[config.mk]
export PLATFORM = sky130hd
export DESIGN_NAME = hw_sw_synch_top
export DESIGN_NICKNAME = d
export VERILOG_FILES = /design/src/verilog/ring_pkg.sv /design/src/verilog/trn_pkg.sv /design/src/verilog/host_pointer_rcv.sv /design/src/verilog/hw_sw_synch_top.sv /design/src/verilog/irq_gen.sv /design/src/verilog/ring_tracker.sv
export SDC_FILE = /design/constraint.sdc
export NUM_CORES = 1
export LEC_CHECK = 0
export BUFFER_PORTS_ARGS = -buffer_cell sky130_fd_sc_hd__buf_2
export CAP_MARGIN = 20
export CORE_AREA = 2 2 151 153
export CTS_CLUSTER_SIZE = 14
export DETAILED_ROUTE_END_ITERATION = 10
export DIE_AREA = 0 0 153 155
export PLACE_DENSITY = 0.83
export SYNTH_ARGS = -nofsm -noshare
export SYNTH_HDL_FRONTEND = slang
export SYNTH_SLANG_ARGS = --single-unit
[constraint.sdc]
create_clock -name trn_clk -period 8.3 [get_ports trn_clk]
set_input_delay 0 -clock trn_clk [delete_from_list [all_inputs] [get_ports trn_clk]]
set_output_delay 0 -clock trn_clk [all_outputs]
set_load 0.1 [all_outputs]
[src/verilog/ring_pkg.sv]
`default_nettype none

package ring_pkg;

    ////////////////////////////////////////////////////////////////////
    // ring side widths
    ////////////////////////////////////////////////////////////////////
    localparam int ptr_w = 64;              // sw and hw pointer width
    localparam int len_w = 16;              // frame length field

    ////////////////////////////////////////////////////////////////////
    // defaults used by the top level
    ////////////////////////////////////////////////////////////////////
    localparam int ring_log2_dflt   = 12;   // 4 KiB ring
    localparam int irq_holdoff_dflt = 16;   // cycles out of sync before irq

endpackage

`default_nettype wire

[src/verilog/trn_pkg.sv]
`default_nettype none

package trn_pkg;

    ////////////////////////////////////////////////////////////////////
    // trn receive beat layout
    ////////////////////////////////////////////////////////////////////
    localparam int trn_data_w = 64;         // trn_rd width

    localparam int fmt_type_hi = 62;        // fmt/type in beat 0
    localparam int fmt_type_lo = 56;
    localparam int dw_off_hi   = 7;         // dword offset inside an address dword
    localparam int dw_off_lo   = 2;

    localparam logic [6:0] mem_wr32_fmt_type = 7'b10_00000; // 3dw write with data
    localparam logic [6:0] mem_wr64_fmt_type = 7'b11_00000; // 4dw write with data

    // second header beat of a 3dw write
    typedef struct packed {
        logic [31:0] addr;                  // address dword
        logic [31:0] data0;                 // first payload dword
    } beat1_mem32_t;

    // second header beat of a 4dw write
    typedef struct packed {
        logic [31:0] addr_hi;               // address bits 63:32
        logic [31:0] addr_lo;               // address bits 31:0
    } beat1_mem64_t;

    typedef union packed {
        beat1_mem32_t mem32;
        beat1_mem64_t mem64;
    } trn_beat1_u;

endpackage

`default_nettype wire
[src/verilog/host_pointer_rcv.sv]
`timescale 1ns/1ns
`default_nettype none

module host_pointer_rcv #(
    parameter int         bar_hit_idx = 2,
    parameter logic [5:0] reg_offset  = 6'd0
) (
    input  wire                            trn_clk,
    input  wire                            reset,

    input  wire  [trn_pkg::trn_data_w-1:0] trn_rd,
    input  wire                            trn_rsof_n,
    input  wire                            trn_reof_n,
    input  wire                            trn_rsrc_rdy_n,
    input  wire                            trn_rsrc_dsc_n,
    input  wire  [6:0]                     trn_rbar_hit_n,
    input  wire                            trn_rdst_rdy_n,

    output logic [ring_pkg::ptr_w-1:0]     sw_pointer,
    output logic                           sw_pointer_valid
);
    import trn_pkg::*;

    // one-hot states
    localparam logic [4:0] st_idle   = 5'b00001;
    localparam logic [4:0] st_hdr32  = 5'b00010;   // expect addr + data0
    localparam logic [4:0] st_hdr64  = 5'b00100;   // expect addr hi/lo
    localparam logic [4:0] st_data32 = 5'b01000;   // expect data1 in upper half
    localparam logic [4:0] st_data64 = 5'b10000;   // expect data0 + data1

    logic [4:0]  state;
    logic        beat_ok;
    logic        bar_ok;
    logic [6:0]  fmt_type;
    trn_beat1_u  beat1;
    logic        off32_hit;
    logic        off64_hit;
    logic [31:0] data0_q;                          // low pointer dword of a 3dw write

    // pcie byte order to little endian
    function automatic logic [31:0] swap_dw(input logic [31:0] dw);
        return {dw[7:0], dw[15:8], dw[23:16], dw[31:24]};
    endfunction

    ////////////////////////////////////////////////////////////////////
    // beat decode
    ////////////////////////////////////////////////////////////////////
    assign beat_ok  = ~trn_rsrc_rdy_n & ~trn_rdst_rdy_n;   // observe only, never stall
    assign bar_ok   = ~trn_rbar_hit_n[bar_hit_idx];
    assign fmt_type = trn_rd[fmt_type_hi:fmt_type_lo];
    assign beat1    = trn_rd;                               // valid in hdr states only

    assign off32_hit = (beat1.mem32.addr[dw_off_hi:dw_off_lo] == reg_offset);
    assign off64_hit = (beat1.mem64.addr_lo[dw_off_hi:dw_off_lo] == reg_offset);

    ////////////////////////////////////////////////////////////////////
    // snoop fsm
    ////////////////////////////////////////////////////////////////////
    always_ff @(posedge trn_clk) begin
        if (reset) begin
            state            <= st_idle;
            sw_pointer       <= '0;
            sw_pointer_valid <= 1'b0;
        end else begin
            sw_pointer_valid <= 1'b0;                       // strobe default
            if (beat_ok) begin                              // stalls hold state
                if (!trn_rsrc_dsc_n) begin
                    state <= st_idle;                       // discontinued tlp
                end else begin
                    case (state)
                        st_idle: begin
                            if (!trn_rsof_n && trn_reof_n && bar_ok) begin
                                if (fmt_type == mem_wr32_fmt_type) begin
                                    state <= st_hdr32;
                                end else if (fmt_type == mem_wr64_fmt_type) begin
                                    state <= st_hdr64;
                                end
                            end
                        end
                        st_hdr32: begin
                            if (trn_reof_n && off32_hit) begin
                                state <= st_data32;
                            end else begin
                                state <= st_idle;           // other reg or short tlp
                            end
                        end
                        st_hdr64: begin
                            if (trn_reof_n && off64_hit) begin
                                state <= st_data64;
                            end else begin
                                state <= st_idle;
                            end
                        end
                        st_data32: begin
                            sw_pointer       <= {swap_dw(trn_rd[63:32]), swap_dw(data0_q)};
                            sw_pointer_valid <= 1'b1;
                            state            <= st_idle;
                        end
                        st_data64: begin
                            sw_pointer       <= {swap_dw(trn_rd[31:0]), swap_dw(trn_rd[63:32])};
                            sw_pointer_valid <= 1'b1;
                            state            <= st_idle;
                        end
                        default: begin
                            state <= st_idle;               // illegal code
                        end
                    endcase
                end
            end
        end
    end

    // first payload dword rides in beat 1 of a 3dw write
    always_ff @(posedge trn_clk) begin
        if (beat_ok && (state == st_hdr32)) begin
            data0_q <= beat1.mem32.data0;
        end
    end

endmodule

`default_nettype wire

[src/verilog/hw_sw_synch_top.sv]
`timescale 1ns/1ns
`default_nettype none

module hw_sw_synch_top #(
    parameter int         bar_hit_idx = 2,
    parameter logic [5:0] reg_offset  = 6'd0,
    parameter int         ring_log2   = ring_pkg::ring_log2_dflt,
    parameter int         irq_holdoff = ring_pkg::irq_holdoff_dflt
) (
    input  wire                            trn_clk,
    input  wire                            reset,

    // trn receive, observed only
    input  wire  [trn_pkg::trn_data_w-1:0] trn_rd,
    input  wire  [7:0]                     trn_rrem_n,     // pointer beats are always full
    input  wire                            trn_rsof_n,
    input  wire                            trn_reof_n,
    input  wire                            trn_rsrc_rdy_n,
    input  wire                            trn_rsrc_dsc_n,
    input  wire  [6:0]                     trn_rbar_hit_n,
    input  wire                            trn_rdst_rdy_n,

    // dma side
    input  wire                            frame_done,
    input  wire  [ring_pkg::len_w-1:0]     frame_len,

    output wire  [ring_pkg::ptr_w-1:0]     sw_pointer,
    output wire  [ring_pkg::ptr_w-1:0]     hw_pointer,
    output wire  [ring_pkg::ptr_w-1:0]     occupancy,
    output wire                            irq
);
    wire sw_pointer_valid;
    wire out_of_sync;
    wire sw_update;

    ////////////////////////////////////////////////////////////////////
    // producer, buffer, consumer
    ////////////////////////////////////////////////////////////////////
    host_pointer_rcv #(
        .bar_hit_idx (bar_hit_idx),
        .reg_offset  (reg_offset)
    ) i_host_pointer_rcv (
        .trn_clk          (trn_clk),
        .reset            (reset),
        .trn_rd           (trn_rd),
        .trn_rsof_n       (trn_rsof_n),
        .trn_reof_n       (trn_reof_n),
        .trn_rsrc_rdy_n   (trn_rsrc_rdy_n),
        .trn_rsrc_dsc_n   (trn_rsrc_dsc_n),
        .trn_rbar_hit_n   (trn_rbar_hit_n),
        .trn_rdst_rdy_n   (trn_rdst_rdy_n),
        .sw_pointer       (sw_pointer),
        .sw_pointer_valid (sw_pointer_valid)
    );

    ring_tracker #(
        .ring_log2 (ring_log2)
    ) i_ring_tracker (
        .trn_clk          (trn_clk),
        .reset            (reset),
        .sw_pointer       (sw_pointer),
        .sw_pointer_valid (sw_pointer_valid),
        .frame_done       (frame_done),
        .frame_len        (frame_len),
        .hw_pointer       (hw_pointer),
        .occupancy        (occupancy),
        .out_of_sync      (out_of_sync),
        .sw_update        (sw_update)
    );

    irq_gen #(
        .irq_holdoff (irq_holdoff)
    ) i_irq_gen (
        .trn_clk     (trn_clk),
        .reset       (reset),
        .out_of_sync (out_of_sync),
        .sw_update   (sw_update),
        .irq         (irq)
    );

endmodule

`default_nettype wire

[src/verilog/irq_gen.sv]
`timescale 1ns/1ns
`default_nettype none

module irq_gen #(
    parameter int irq_holdoff = ring_pkg::irq_holdoff_dflt
) (
    input  wire  trn_clk,
    input  wire  reset,

    input  wire  out_of_sync,
    input  wire  sw_update,

    output logic irq
);
    localparam int             cnt_w  = $clog2(irq_holdoff + 1);
    localparam logic [cnt_w-1:0] cnt_max = cnt_w'(irq_holdoff - 1);  // holdoff minus this cycle

    logic [cnt_w-1:0] sync_cnt;                     // prior consecutive out of sync cycles
    logic             armed;
    logic             holdoff_met;

    ////////////////////////////////////////////////////////////////////
    // holdoff counter
    ////////////////////////////////////////////////////////////////////
    always_ff @(posedge trn_clk) begin
        if (reset) begin
            sync_cnt <= '0;
        end else if (!out_of_sync) begin
            sync_cnt <= '0;                         // back in sync
        end else if (sync_cnt != cnt_max) begin
            sync_cnt <= sync_cnt + cnt_w'(1);       // saturate at cnt_max
        end
    end

    // current cycle is the irq_holdoff-th in a row
    assign holdoff_met = out_of_sync && (sync_cnt == cnt_max);

    ////////////////////////////////////////////////////////////////////
    // arm flag
    ////////////////////////////////////////////////////////////////////
    always_ff @(posedge trn_clk) begin
        if (reset) begin
            armed <= 1'b1;                          // armed out of reset
        end else if (irq) begin
            armed <= 1'b0;                          // one shot, wins over re-arm
        end else if (sw_update) begin
            armed <= 1'b1;                          // sw moved, allow next irq
        end
    end

    assign irq = armed && holdoff_met;              // single cycle, flag drops next edge

endmodule

`default_nettype wire

[src/verilog/ring_tracker.sv]
`timescale 1ns/1ns
`default_nettype none

module ring_tracker #(
    parameter int ring_log2 = ring_pkg::ring_log2_dflt
) (
    input  wire                        trn_clk,
    input  wire                        reset,

    input  wire  [ring_pkg::ptr_w-1:0] sw_pointer,
    input  wire                        sw_pointer_valid,
    input  wire                        frame_done,
    input  wire  [ring_pkg::len_w-1:0] frame_len,

    output logic [ring_pkg::ptr_w-1:0] hw_pointer,
    output logic [ring_pkg::ptr_w-1:0] occupancy,
    output logic                       out_of_sync,
    output logic                       sw_update
);
    import ring_pkg::*;

    localparam logic [ptr_w-1:0] ring_mask = (ptr_w'(1) << ring_log2) - ptr_w'(1);

    logic [ptr_w-1:0] sw_ring;                      // registered sw copy, modulo ring
    logic [ptr_w-1:0] hw_next;
    logic [ptr_w-1:0] sw_next;

    ////////////////////////////////////////////////////////////////////
    // next pointer values
    ////////////////////////////////////////////////////////////////////
    always_comb begin
        hw_next = hw_pointer;
        sw_next = sw_ring;
        if (frame_done) begin
            hw_next = (hw_pointer + ptr_w'(frame_len)) & ring_mask;  // wrap at ring end
        end
        if (sw_pointer_valid) begin
            sw_next = sw_pointer & ring_mask;
        end
    end

    // occupancy and sync level follow the pointers in the same cycle
    always_ff @(posedge trn_clk) begin
        if (reset) begin
            hw_pointer  <= '0;
            sw_ring     <= '0;
            occupancy   <= '0;
            out_of_sync <= 1'b0;
            sw_update   <= 1'b0;
        end else begin
            hw_pointer  <= hw_next;
            sw_ring     <= sw_next;
            occupancy   <= (hw_next - sw_next) & ring_mask;
            out_of_sync <= (hw_next != sw_next);
            sw_update   <= sw_pointer_valid;        // re-arm pulse for irq_gen
        end
    end

endmodule

`default_nettype wire

==> summary.md, run 1 <==
| Metric | Value |
|---|---|
| Post-CTS Setup Bufs | 0 |
| Worst Max-Slew Pin Slew | 990 ps |
| Die height | around 160 microns |
| Final wirelength | around 30000 microns |
| Iteration-0 DRC Markers | 435 |
| Max_cap viols | 0 |
| Placement Rows | 55 |
| Initial antenna violation count | 1 |
| Worst VDD drop | around 0.00021 V |
| Slowest stage cell, crit path | o31ai_1 |
| Worst endpoint data arrival time | 4230 ps |
| Largest net degree at the start of global routing | 95 |
| CP max stage delay | about 470 ps |
| Crit share post-route | between 40% and 50% |
| IO buf count | ~230 |
| Slew Limit Fails | 0 |
| Vias in the first global route | ~9k |
| # DRC | 0 |
| Crit-path leading delay family | compound AO/OA/AOI/OAI gates |
| Top_reg_cell synth | dfxtp_1 |
| CTS Sinks | 250 |
| H-tree levels | 1 |
| Relative slew slack | 32.3% |
| Gr ovfl total | 0 |
| R2r setup slk | about 4500 ps |
| Most common cell in the netlist | dfxtp_1 |
| Post-CTS sizing | 0 |
| DIE AREA | 23700 sq um |
| RSZ-0062 raised after global routing | false |
| Final hold vios | 0 |
| CORE AREA | approximately 22000 sq um |
| Root buf cell | clkbuf_16 |
| Asr flop ratio synth | 0% |
| Setup TNS | 0 ps |
| CTS tree | built |
| Hold_ws | 30.6 ps |
| Worst EP required | roughly 8800 ps |
| Top Ports | approximately 300 |
| Ys Warns | 0 |
| Hold Buf Count CTS | 71 |
| Min-Delay Path Class | in -> reg |
| Remaining antenna violation count after routing | 0 |
| Yosys cell types | 72 |
| Initial Util | between 40 and 50% |
| Share of cells above drive strength 1 | around a fifth |
| Setup crit end kind | flop |
| Minimum clock period | ~3800 ps |
| Final nets | approximately 1.5k |
| Vias | between 9k and 10k |
| EDFF count, synth | 32 |
| Final setup fails | 0 |
| First-pass GRT wire length | around 46000 microns |
| Fmax achieved | about 270 MHz |
| Synth top cells by count | dfxtp_1 (218), nor2_1 (128), mux2i_1 (78), a211oi_1 (70), and2_1 (63) |
| Synth Instances | around 1.1k |
| Mapped cell area | 10900 sq um |
| Fillers | 1771 |
| Avg Cell Area, Syn | around 9.9 sq um |
| PwrDens | about 230 nW/um^2 |
| GR Util All Layers | between 20% and 30% |
| CP max FO | 5 |
| Synth area leaders | dfxtp_1 (40%), edfxtp_1 (8.8%), mux2i_1 (7.2%), a211oi_1 (4.8%), nor2_1 (4.4%) |
| Maximum root-to-sink buffer count | 3 |
| Yosys reg bits | 250 |
| Vias per cell | approximately 5.5 |
| Dominant cell type by area after synthesis | dfxtp_1 |
| CTS Buf Count | 26 |
| Worst Setup Start Kind | flop |
| Skew final | roughly 14 ps |
| Critical path cell sequence | ha_1, inv_1, fa_1, xnor2_1, mux2_2, ha_1, o21a_1, o31a_1, o31a_1, o31ai_1, a2111oi_2, o221ai_1, xnor2_1, nor2b_4 |
| Top cell type's share of synthesized area | approximately two fifths |
| Leakage | roughly 6.0 nW |
| Clock transition at path regs | 60 ps |
| DP HPWL | 19100 microns |
| Sequential-to-total area share from yosys stat | 49.0% |
| Worst Path Buf+Inv | 1 |
| GP Congestion | slightly below 1 |
| CP Class | reg -> reg |
| Die Span X | 153 microns |
| Pre-antenna DRT Iters | 6 |
| Area grow syn2layout | 25.3% |
| Status | finished clean |
| Clk_lat worst skew | between 500 and 600 ps |
| WL per Instance | 17.5 microns |
[registers in the layout, indices dropped and copies added (netlist names), named ones only]
signal,count
i_host_pointer_rcv.data0_q,32
i_host_pointer_rcv.state,5
i_host_pointer_rcv.sw_pointer,64
i_host_pointer_rcv.sw_pointer_valid,1
i_irq_gen.armed,1
i_irq_gen.sync_cnt,5
i_ring_tracker.hw_pointer,63
i_ring_tracker.occupancy,12
i_ring_tracker.out_of_sync,1
i_ring_tracker.sw_ring,64
i_ring_tracker.sw_update,1
[tightest hold or removal path: stages]
cell	delay (ps)
buf_2	80
or4b_1	100
a21oi_1	160
nand3_1	110
a21oi_1	60
[area by class of cell]
| class | count | area [sq um] | share of cell area (%) |
|---|---|---|---|
| diodes | 1 | 2.50 | 0.0184 |
| repair buffers | 304 | 1900 | 13.9 |
| flip-flops and latches | 250 | 5330 | 39.1 |
| well taps | 285 | 357 | 2.62 |
| clock buffers | 41 | 820 | 6.02 |
| multi-input cells | 737 | 4920 | 36.1 |
| clock inverters | 7 | 87.6 | 0.643 |
| inverters | 56 | 210 | 1.54 |
[layout by cell type, fill, tap and decap left out, types with 20 or more instances in the layout]
| cell type | Yosys | layout |
|---|---|---|
| buf_2 | 7 | 224 |
| dfxtp_1 | 218 | 217 |
| nor2_1 | 128 | 128 |
| mux2i_1 | 78 | 78 |
| dlygate4sd3_1 | 0 | 71 |
| a211oi_1 | 70 | 70 |
| and2_1 | 63 | 63 |
| inv_1 | 55 | 55 |
| nor3_1 | 53 | 53 |
| conb_1 | 1 | 52 |
| edfxtp_1 | 32 | 32 |
| clkbuf_16 | 0 | 28 |
| a21oi_1 | 24 | 24 |
| ha_1 | 24 | 24 |
| nor4_1 | 24 | 23 |
| nor2b_1 | 20 | 20 |
[power by group]
group          total [mW]  internal [mW]  switching [mW]
Combinational       0.628          0.164           0.465
Sequential           1.26           1.25          0.0136
Clock                1.21          0.738           0.474
[stage by stage]
| stage | total power, mW | util, % | cells | cell area [sq um] | setup WS, ps |
|---|---|---|---|---|---|
| 2_1_floorplan | 1.80 | - | 1152 | 11100 | 3930 |
| 3_3_place_gp | 1.87 | 54.0 | 1561 | 12000 | 4730 |
| 3_5_place_dp | 1.89 | 54.0 | 1561 | 12000 | 4600 |
| 4_1_cts | 3.12 | 61.3 | 1680 | 13600 | 4560 |
| 5_1_grt | 3.21 | 61.3 | 1681 | 13600 | 4360 |
| 6_report | 3.11 | 61.3 | 1681 | 13600 | 4530 |
[final timing paths]
path	startpoint	to	cells past startpoint
max reg2reg	i_ring_tracker.hw_pointer[0]	i_ring_tracker.occupancy[11]	14
min reg2reg	i_ring_tracker.sw_update	i_irq_gen.armed	2
max	i_ring_tracker.hw_pointer[0]	i_ring_tracker.occupancy[11]	14
min	trn_rbar_hit_n[2]	i_host_pointer_rcv.state[4]	5
[per-layer routing]
layer  GRT usage [%]  vias to the layer above  wire length [microns]
li1                -                     4392                      -
met1            30.2                     4309                  12400
met2            40.4                      398                  14000
met3            4.90                       64                   2170
met4            8.11                        0                    796
met5               0                        -                      0
[cells by family (layout without fill, tap and decap cells)]
kind of cell               count (synthesis)  count (layout)  synth area share [%]
AOI/OAI and AO/OA                        203             203                  13.8
xor gates and xnor gates                  24              24                  1.93
adders and majority gates                 26              26                  3.13
buffers and inverters                    165             408                  7.58
DFF                                      250             250                  49.0
muxes                                     83              83                  7.70
other                                      1              53                0.0345
and+or+nand+nor                          349             349                  16.8
Note: power is estimated with default switching activity, not from simulation.
==> run 2, diff against run 1 <==
==> constraint.sdc (replaced) <==
create_clock -name trn_clk -period 3.7 [get_ports trn_clk]
set_input_delay 0 -clock trn_clk [delete_from_list [all_inputs] [get_ports trn_clk]]
set_output_delay 0 -clock trn_clk [all_outputs]
set_load 0.1 [all_outputs]
==> run 2 against run 1 <==
Clock-buffer cell count fell by 11. First-iteration DRC count is 14% higher. Combinational power is 130% higher. Cell area grew 1.2%. Total power rose by 130%. Register-to-register slack worse by 4400 ps. Non-clock buffer count up 8. Highest routed layer unchanged. Largest power group unchanged. Via count rose by 1.1%. Critical endpoint unchanged. Setup slack got worse by 4400 ps.
==> summary.md, run 2 (synthesis gave the netlist of run 1 again) <==
| Metric | Value |
|---|---|
| Clk_lat worst skew | 540 ps (about the same) |
| Maximum root-to-sink buffer count | 3 (unchanged) |
| Root buf cell | clkbuf_16 |
| Vias | 9268 (+1.1%) |
| Worst EP required | 4170 ps (-4590 ps) |
| Vias per cell | 5.48 (+0.61%) |
| Max_cap viols | 0 (unchanged) |
| Leakage | 6.08 nW (+0.92%) |
| Flop pwr share | 40.2% (-0.5 points) |
| Pre-antenna DRT Iters | 5 (-1) |
| P_sw | 2.26 mW (+140%) |
| IO buf count | 225 (unchanged) |
| Status | finished clean |
| Clk pwr share | 39.1% (about the same) |
| CORE AREA | 22200 sq um (unchanged) |
| Min-Delay Path Class | in -> reg |
| CTS Sinks | 250 (unchanged) |
| Iteration-0 DRC Markers | 495 (+14%) |
| Worst VDD drop | 0.000382 V (+83%) |
| Initial Util | 48.9% (unchanged) |
| DIE AREA | 23700 sq um (unchanged) |
| CTS Buf Count | 27 (+3.8%) |
| RSZ-0062 raised after global routing | true |
| Setup ws final | 154 ps (-4380 ps) |
| CP Class | reg -> reg |
| Crit share post-route | 95.8% (+50 points) |
| Worst Max-Slew Pin Slew | 1020 ps (+29.8 ps) |
| Final hold vios | 0 (unchanged) |
| Largest net degree at the start of global routing | 85 (-11%) |
| Int Pwr | 4.80 mW (+120%) |
| Minimum clock period | 3550 ps (-224 ps) |
| Skew final | 15.0 ps (+1.42 ps) |
| Area grow syn2layout | 26.9% |
| # DRC | 0 (unchanged) |
| DP HPWL | 20000 microns (+4.7%) |
| Part of the power in combinational logic | 20.7% (+0.5 points) |
| CTS tree | built |
| Clock transition at path regs | 60 ps (about the same) |
| Worst endpoint data arrival time | 4020 ps (-210 ps) |
| Largest registers | i_host_pointer_rcv.sw_pointer x64, i_ring_tracker.sw_ring x64, i_ring_tracker.hw_pointer x63 |
| Sw frac | 32.0% (+1.3 points) |
| Setup crit end kind | flop |
| N_diodes | 0 (-1) |
| Top Ports | 296 (unchanged) |
| DP Cell Count | 1565 (+0.26%) |
| DP Worst Slack | 35.0 ps (-4570 ps) |
| Most frequent cells in the layout | buf_2 (224), dfxtp_1 (210), nor2_1 (128) |
| Remaining antenna violation count after routing | 0 (unchanged) |
| Relative slew slack | 30.3% (-2.0 points) |
| Final wirelength | 30600 microns (+4.1%) |
| Placement Rows | 55 (unchanged) |
| Share of cells above drive strength 1 | 22.8% (+1.6 points) |
| Slew Limit Fails | 0 (unchanged) |
| Overall power | 7.06 mW (+130%) |
| First-pass GRT wire length | 47800 microns (+3.0%) |
| Vias in the first global route | 9190 (+2.5%) |
| Gr ovfl total | 0 (unchanged) |
| Post-layout util | 62.0% (+0.74 points) |
| Initial antenna violation count | 0 (-1) |
| Final nets | 1513 (+0.60%) |
| Worst Setup Start Kind | flop |
| Die Span X | 153 microns (unchanged) |
| PwrDens | 512 nW/um^2 (+120%) |
| H-tree levels | 1 (unchanged) |
| Final setup fails | 0 (unchanged) |
| GP Congestion | 0.949 (-1.3%) |
| CP max FO | 5 (unchanged) |
| Most common cell after layout, fill and taps aside | buf_2 |
| GR Util All Layers | 24.6% (+0.90 points) |
| Fmax achieved | 282 MHz (+6.3%) |
| Die height | 155 microns (unchanged) |
| WL per Instance | 18.1 microns (+3.5%) |
| Fin cells | 1690 (+0.54%) |
-- run 2: cell types whose count changed in the layout (fill, tap and decap cells not counted), moves of 4 or more --
cell,previous run,this run
clkbuf_1,6,2
dfxtp_2,1,7
clkinv_2,3,10
dfxtp_1,217,210
clkbuf_8,7,0
buf_4,9,13
-- run 2: area by class of cell --
type,instances,area (sq um)
Clock buffer,30,708
Clock inverter,20,201
Fill cell,1795,8440
Inverter,56,210
Multi-Input combinational cell,737,4990
Sequential cell,250,5340
Tap cell,285,357
Timing Repair Buffer,312,1980
-- run 2: power groups by stage --
stage / sequential [mW] / combinational [mW] / clock [mW]
after floorplan: 3.31 / 0.739 / 0
after global placement: 2.90 / 1.31 / 0
after detailed placement: 2.90 / 1.34 / 0
after CTS: 2.84 / 1.41 / 2.79
after global routing: 2.85 / 1.54 / 2.90
final: 2.84 / 1.46 / 2.76
-- run 2: per-layer routing --
layer,track usage [%],share of wire (%),routed length [microns]
met5,0,0,0
met4,11.4,4.8,1460
met3,5.24,7.3,2230
met2,41.5,47,14300
met1,30.5,41,12600
-- run 2: path summary, 6_finish.rpt --
kind,startpoint,to,slack (ps),cells past startpoint
setup / recovery,i_ring_tracker.hw_pointer[0],i_ring_tracker.occupancy[11],150,15
hold / removal,trn_rbar_hit_n[2],i_host_pointer_rcv.state[4],40,5
setup reg to reg,i_ring_tracker.hw_pointer[0],i_ring_tracker.occupancy[11],150,15
hold reg to reg,i_ring_tracker.sw_ring[35],i_ring_tracker.sw_ring[35],480,2
-- run 2: per-stage QoR --
stage	hold slack, ps	TNS (ps)	instance area [sq um]
floorplan	98.9	0	11100
global placement	190	0	12100
detailed placement	191	0	12100
CTS	2.12	0	13700
global route	69.9	-42.3	13800
finish	37.9	0	13800
-- run 2: repair_timing --
item	CTS	global route
setup buffers	0	2
endpoints found under the setup margin	0	3
hold buffers	73	0
hold endpoints to repair	116	0
gates resized for setup	0	7
-- run 2: critical path, cell delays in order, from the launching register on --
cell and delay [ps]:
dfxtp_4 350, ha_1 220, inv_1 80, fa_1 250, nor2b_4 70, o31ai_4 290
a211oi_1 150, or4_4 540, a31oi_4 250, inv_1 70, ha_1 200, or2_2 300
a311o_1 340, o221ai_1 90, xnor2_1 150, nor2b_4 150
==> run 3, diff against run 2 <==
--- a/config.mk
+++ b/config.mk
@@ -12,6 +12,7 @@
 export DETAILED_ROUTE_END_ITERATION = 10
 export DIE_AREA = 0 0 153 155
 export PLACE_DENSITY = 0.83
+export RECOVER_POWER = 25
 export SYNTH_ARGS = -nofsm -noshare
 export SYNTH_HDL_FRONTEND = slang
 export SYNTH_SLANG_ARGS = --single-unit
==> run 3 against run 2 <==
Critical path type unchanged. Maximum frequency down 0.20%. Register-to-register slack is essentially flat. Final cell count did not move. Non-clock buffer count is the same. Highest routed layer unchanged.
==> summary.md, run 3 (synthesis gave the netlist of run 1 again) <==
| Metric | Value |
|---|---|
| Part of the power in combinational logic | 20.5% (-0.2 points) |
| Fmax achieved | 281 MHz (-0.20%) |
| Crit-path leading delay family | compound AO/OA/AOI/OAI gates |
| Remaining antenna violation count after routing | 0 (unchanged) |
| Hold Path Depth | 5 (unchanged) |
| Top Ports | 296 (unchanged) |
| Clk_lat worst skew | 540 ps (about the same) |
| Iteration-0 DRC Markers | 466 (-5.9%) |
| CTS Buf Count | 27 (unchanged) |
| Final hold vios | 0 (unchanged) |
| Vias | 9331 (+0.68%) |
| Int Pwr | 4.79 mW (-0.35%) |
| Root buf cell | clkbuf_16 |
| Largest registers | i_host_pointer_rcv.sw_pointer x64, i_ring_tracker.sw_ring x64, i_ring_tracker.hw_pointer x63 |
| Largest net degree at the start of global routing | 85 (unchanged) |
| Leakage | 5.82 nW (-4.4%) |
| GP Congestion | 0.949 (unchanged) |
| Minimum clock period | 3550 ps (+7.25 ps) |
| Setup crit end kind | flop |
| GR Util All Layers | 24.6% (unchanged) |
| Area grow syn2layout | 26.0% |
| Final wirelength | 30600 microns (+0.22%) |
| Worst VDD drop | 0.000384 V (+0.52%) |
| CORE AREA | 22200 sq um (unchanged) |
| Relative slew slack | 18.3% (-12 points) |
| CP Class | reg -> reg |
| Hold_sp | trn_rbar_hit_n[2] |
| Clk pwr share | 39.1% (about the same) |
| Final setup fails | 0 (unchanged) |
| DIE AREA | 23700 sq um (unchanged) |
| Status | finished clean |
| Skew final | 13.5 ps (-1.47 ps) |
| Worst Path Buf+Inv | 2 (unchanged) |
| R2r setup slk | 150 ps (about the same) |
| Hold EP | i_host_pointer_rcv.state[4] |
| DP Cell Count | 1565 (unchanged) |
| H-tree levels | 1 (unchanged) |
| Slowest stage cell, crit path | or4_4 |
| Most common cell after layout, fill and taps aside | dfxtp_1 |
| CP max FO | 5 (unchanged) |
| Most frequent cells in the layout | dfxtp_1 (210), buf_2 (153), nor2_1 (128) |
| Worst endpoint data arrival time | 4020 ps (about the same) |
| Vias per cell | 5.52 (+0.68%) |
| Gr ovfl total | 0 (unchanged) |
| P_sw | 2.26 mW (+0.13%) |
| IO buf count | 225 (unchanged) |
| Share of cells above drive strength 1 | 17.7% (-5.1 points) |
| Sw frac | 32.1% (+0.10 points) |
| # DRC | 0 (unchanged) |
| Hold_ws | 36.8 ps (-1.14 ps) |
| Initial antenna violation count | 0 (unchanged) |
| Worst EP required | 4170 ps (about the same) |
| R2R Path Start | i_ring_tracker.hw_pointer[0] |
| First-pass GRT wire length | 47800 microns (unchanged) |
| Clock transition at path regs | 60 ps (about the same) |
| Pre-antenna DRT Iters | 5 (unchanged) |
| Fin cells | 1690 (unchanged) |
| Reg area | 5340 sq um (unchanged) |
| Final nets | 1513 (unchanged) |
| Worst Setup Start Kind | flop |
| WL per Instance | 18.1 microns (+0.22%) |
| DP HPWL | 20000 microns (unchanged) |
| RSZ-0062 raised after global routing | true |
| Die height | 155 microns (unchanged) |
| PwrDens | 515 nW/um^2 (+0.45%) |
| CTS tree | built |
| Slew Limit Fails | 0 (unchanged) |
| CP max stage delay | 540 ps (about the same) |
| Vias in the first global route | 9190 (unchanged) |
| Fillers | 1833 (+2.1%) |
| Maximum root-to-sink buffer count | 3 (unchanged) |
| Max_cap viols | 0 (unchanged) |
| Placement Rows | 55 (unchanged) |
| R2R depth | 15 (unchanged) |
| Worst Max-Slew Pin Slew | 1230 ps (+212 ps) |
| Initial Util | 48.9% (unchanged) |
| Critical path cell sequence | ha_1, inv_1, fa_1, nor2b_4, o31ai_4, a211oi_1, or4_4, a31oi_4, inv_1, ha_1, or2_2, a311o_1, o221ai_1, xnor2_1, nor2b_4 |
| CTS Sinks | 250 (unchanged) |
| R2R Path End | i_ring_tracker.occupancy[11] |
| Overall power | 7.05 mW (-0.19%) |
| Multi-input logic area | 4990 sq um (unchanged) |
| N_diodes | 0 (unchanged) |
| Crit share post-route | 96.0% (+0.20 points) |
| Min-Delay Path Class | in -> reg |
| Die Span X | 153 microns (unchanged) |
| Flop pwr share | 40.3% (about the same) |
[run 3: cell count changes in the layout (fill, tap and decap cells not counted), sizes merged]
cell,change
buf,-71
clkbuf,+71
[run 3: timing repair]
item	in CTS	in global routing
hold endpoints to repair	116	0
buffers inserted	0	2
resized for setup	0	7
hold buffers	73	0
setup endpoints to repair	0	3
[run 3: worst register-to-register path, cell delays in order (launching register included)]
cell and delay [ps]:
dfxtp_4 350, ha_1 220, inv_1 80, fa_1 250, nor2b_4 70, o31ai_4 290, a211oi_1 150, or4_4 540
a31oi_4 250, inv_1 70, ha_1 200, or2_2 300, a311o_1 340, o221ai_1 100, xnor2_1 150, nor2b_4 150
[run 3: stage by stage]
stage / instance area, sq um / utilization, % / TNS, ps / worst slack (ps)
floorplan: 11100 / - / 0 / 21.1
global placement: 12100 / 54.2 / 0 / 180
detailed placement: 12100 / 54.3 / 0 / 35.0
CTS: 13700 / 61.7 / 0 / 9.18
global route: 13700 / 61.6 / -42.3 / -41.4
finish: 13700 / 61.6 / 0 / 147
[run 3: power groups by stage]
stage | sequential (mW) | clock [mW] | combinational [mW]
after detailed placement | 2.90 | 0 | 1.34
after global routing | 2.85 | 2.90 | 1.53
final | 2.84 | 2.76 | 1.45
after floorplan | 3.31 | 0 | 0.739
after global placement | 2.90 | 0 | 1.31
after CTS | 2.84 | 2.79 | 1.41
[run 3: final cells by class]
class | instances | share of cell area (%)
Timing Repair Buffer | 312 | 13.8
Tap cell | 285 | 2.60
Clock buffer | 30 | 5.17
Multi-Input combinational cell | 737 | 36.4
Inverter | 56 | 1.53
Sequential cell | 250 | 39.0
Clock inverter | 20 | 1.47
[run 3: worst max path at each step]
stage,startpoint,to,slack [ps],cells past startpoint
2_1_floorplan,i_ring_tracker.hw_pointer[4],i_ring_tracker.occupancy[11],20,13
3_3_place_gp,i_ring_tracker.hw_pointer[0],i_ring_tracker.occupancy[11],180,14
3_5_place_dp,i_ring_tracker.hw_pointer[0],i_ring_tracker.occupancy[11],40,14
4_1_cts,i_ring_tracker.hw_pointer[0],i_ring_tracker.occupancy[11],9,14
5_1_grt,i_ring_tracker.hw_pointer[0],i_ring_tracker.occupancy[11],-40,15
6_report,i_ring_tracker.hw_pointer[0],i_ring_tracker.occupancy[11],150,15
[run 3: layer usage]
metal	vias to the layer above	part of all wire [%]	GRT usage (%)
met3	96	7.4	5.24
met4	0	4.8	11.4
li1	4416	-	-
met2	405	47	41.5
met1	4414	41	30.5
met5	-	0	0
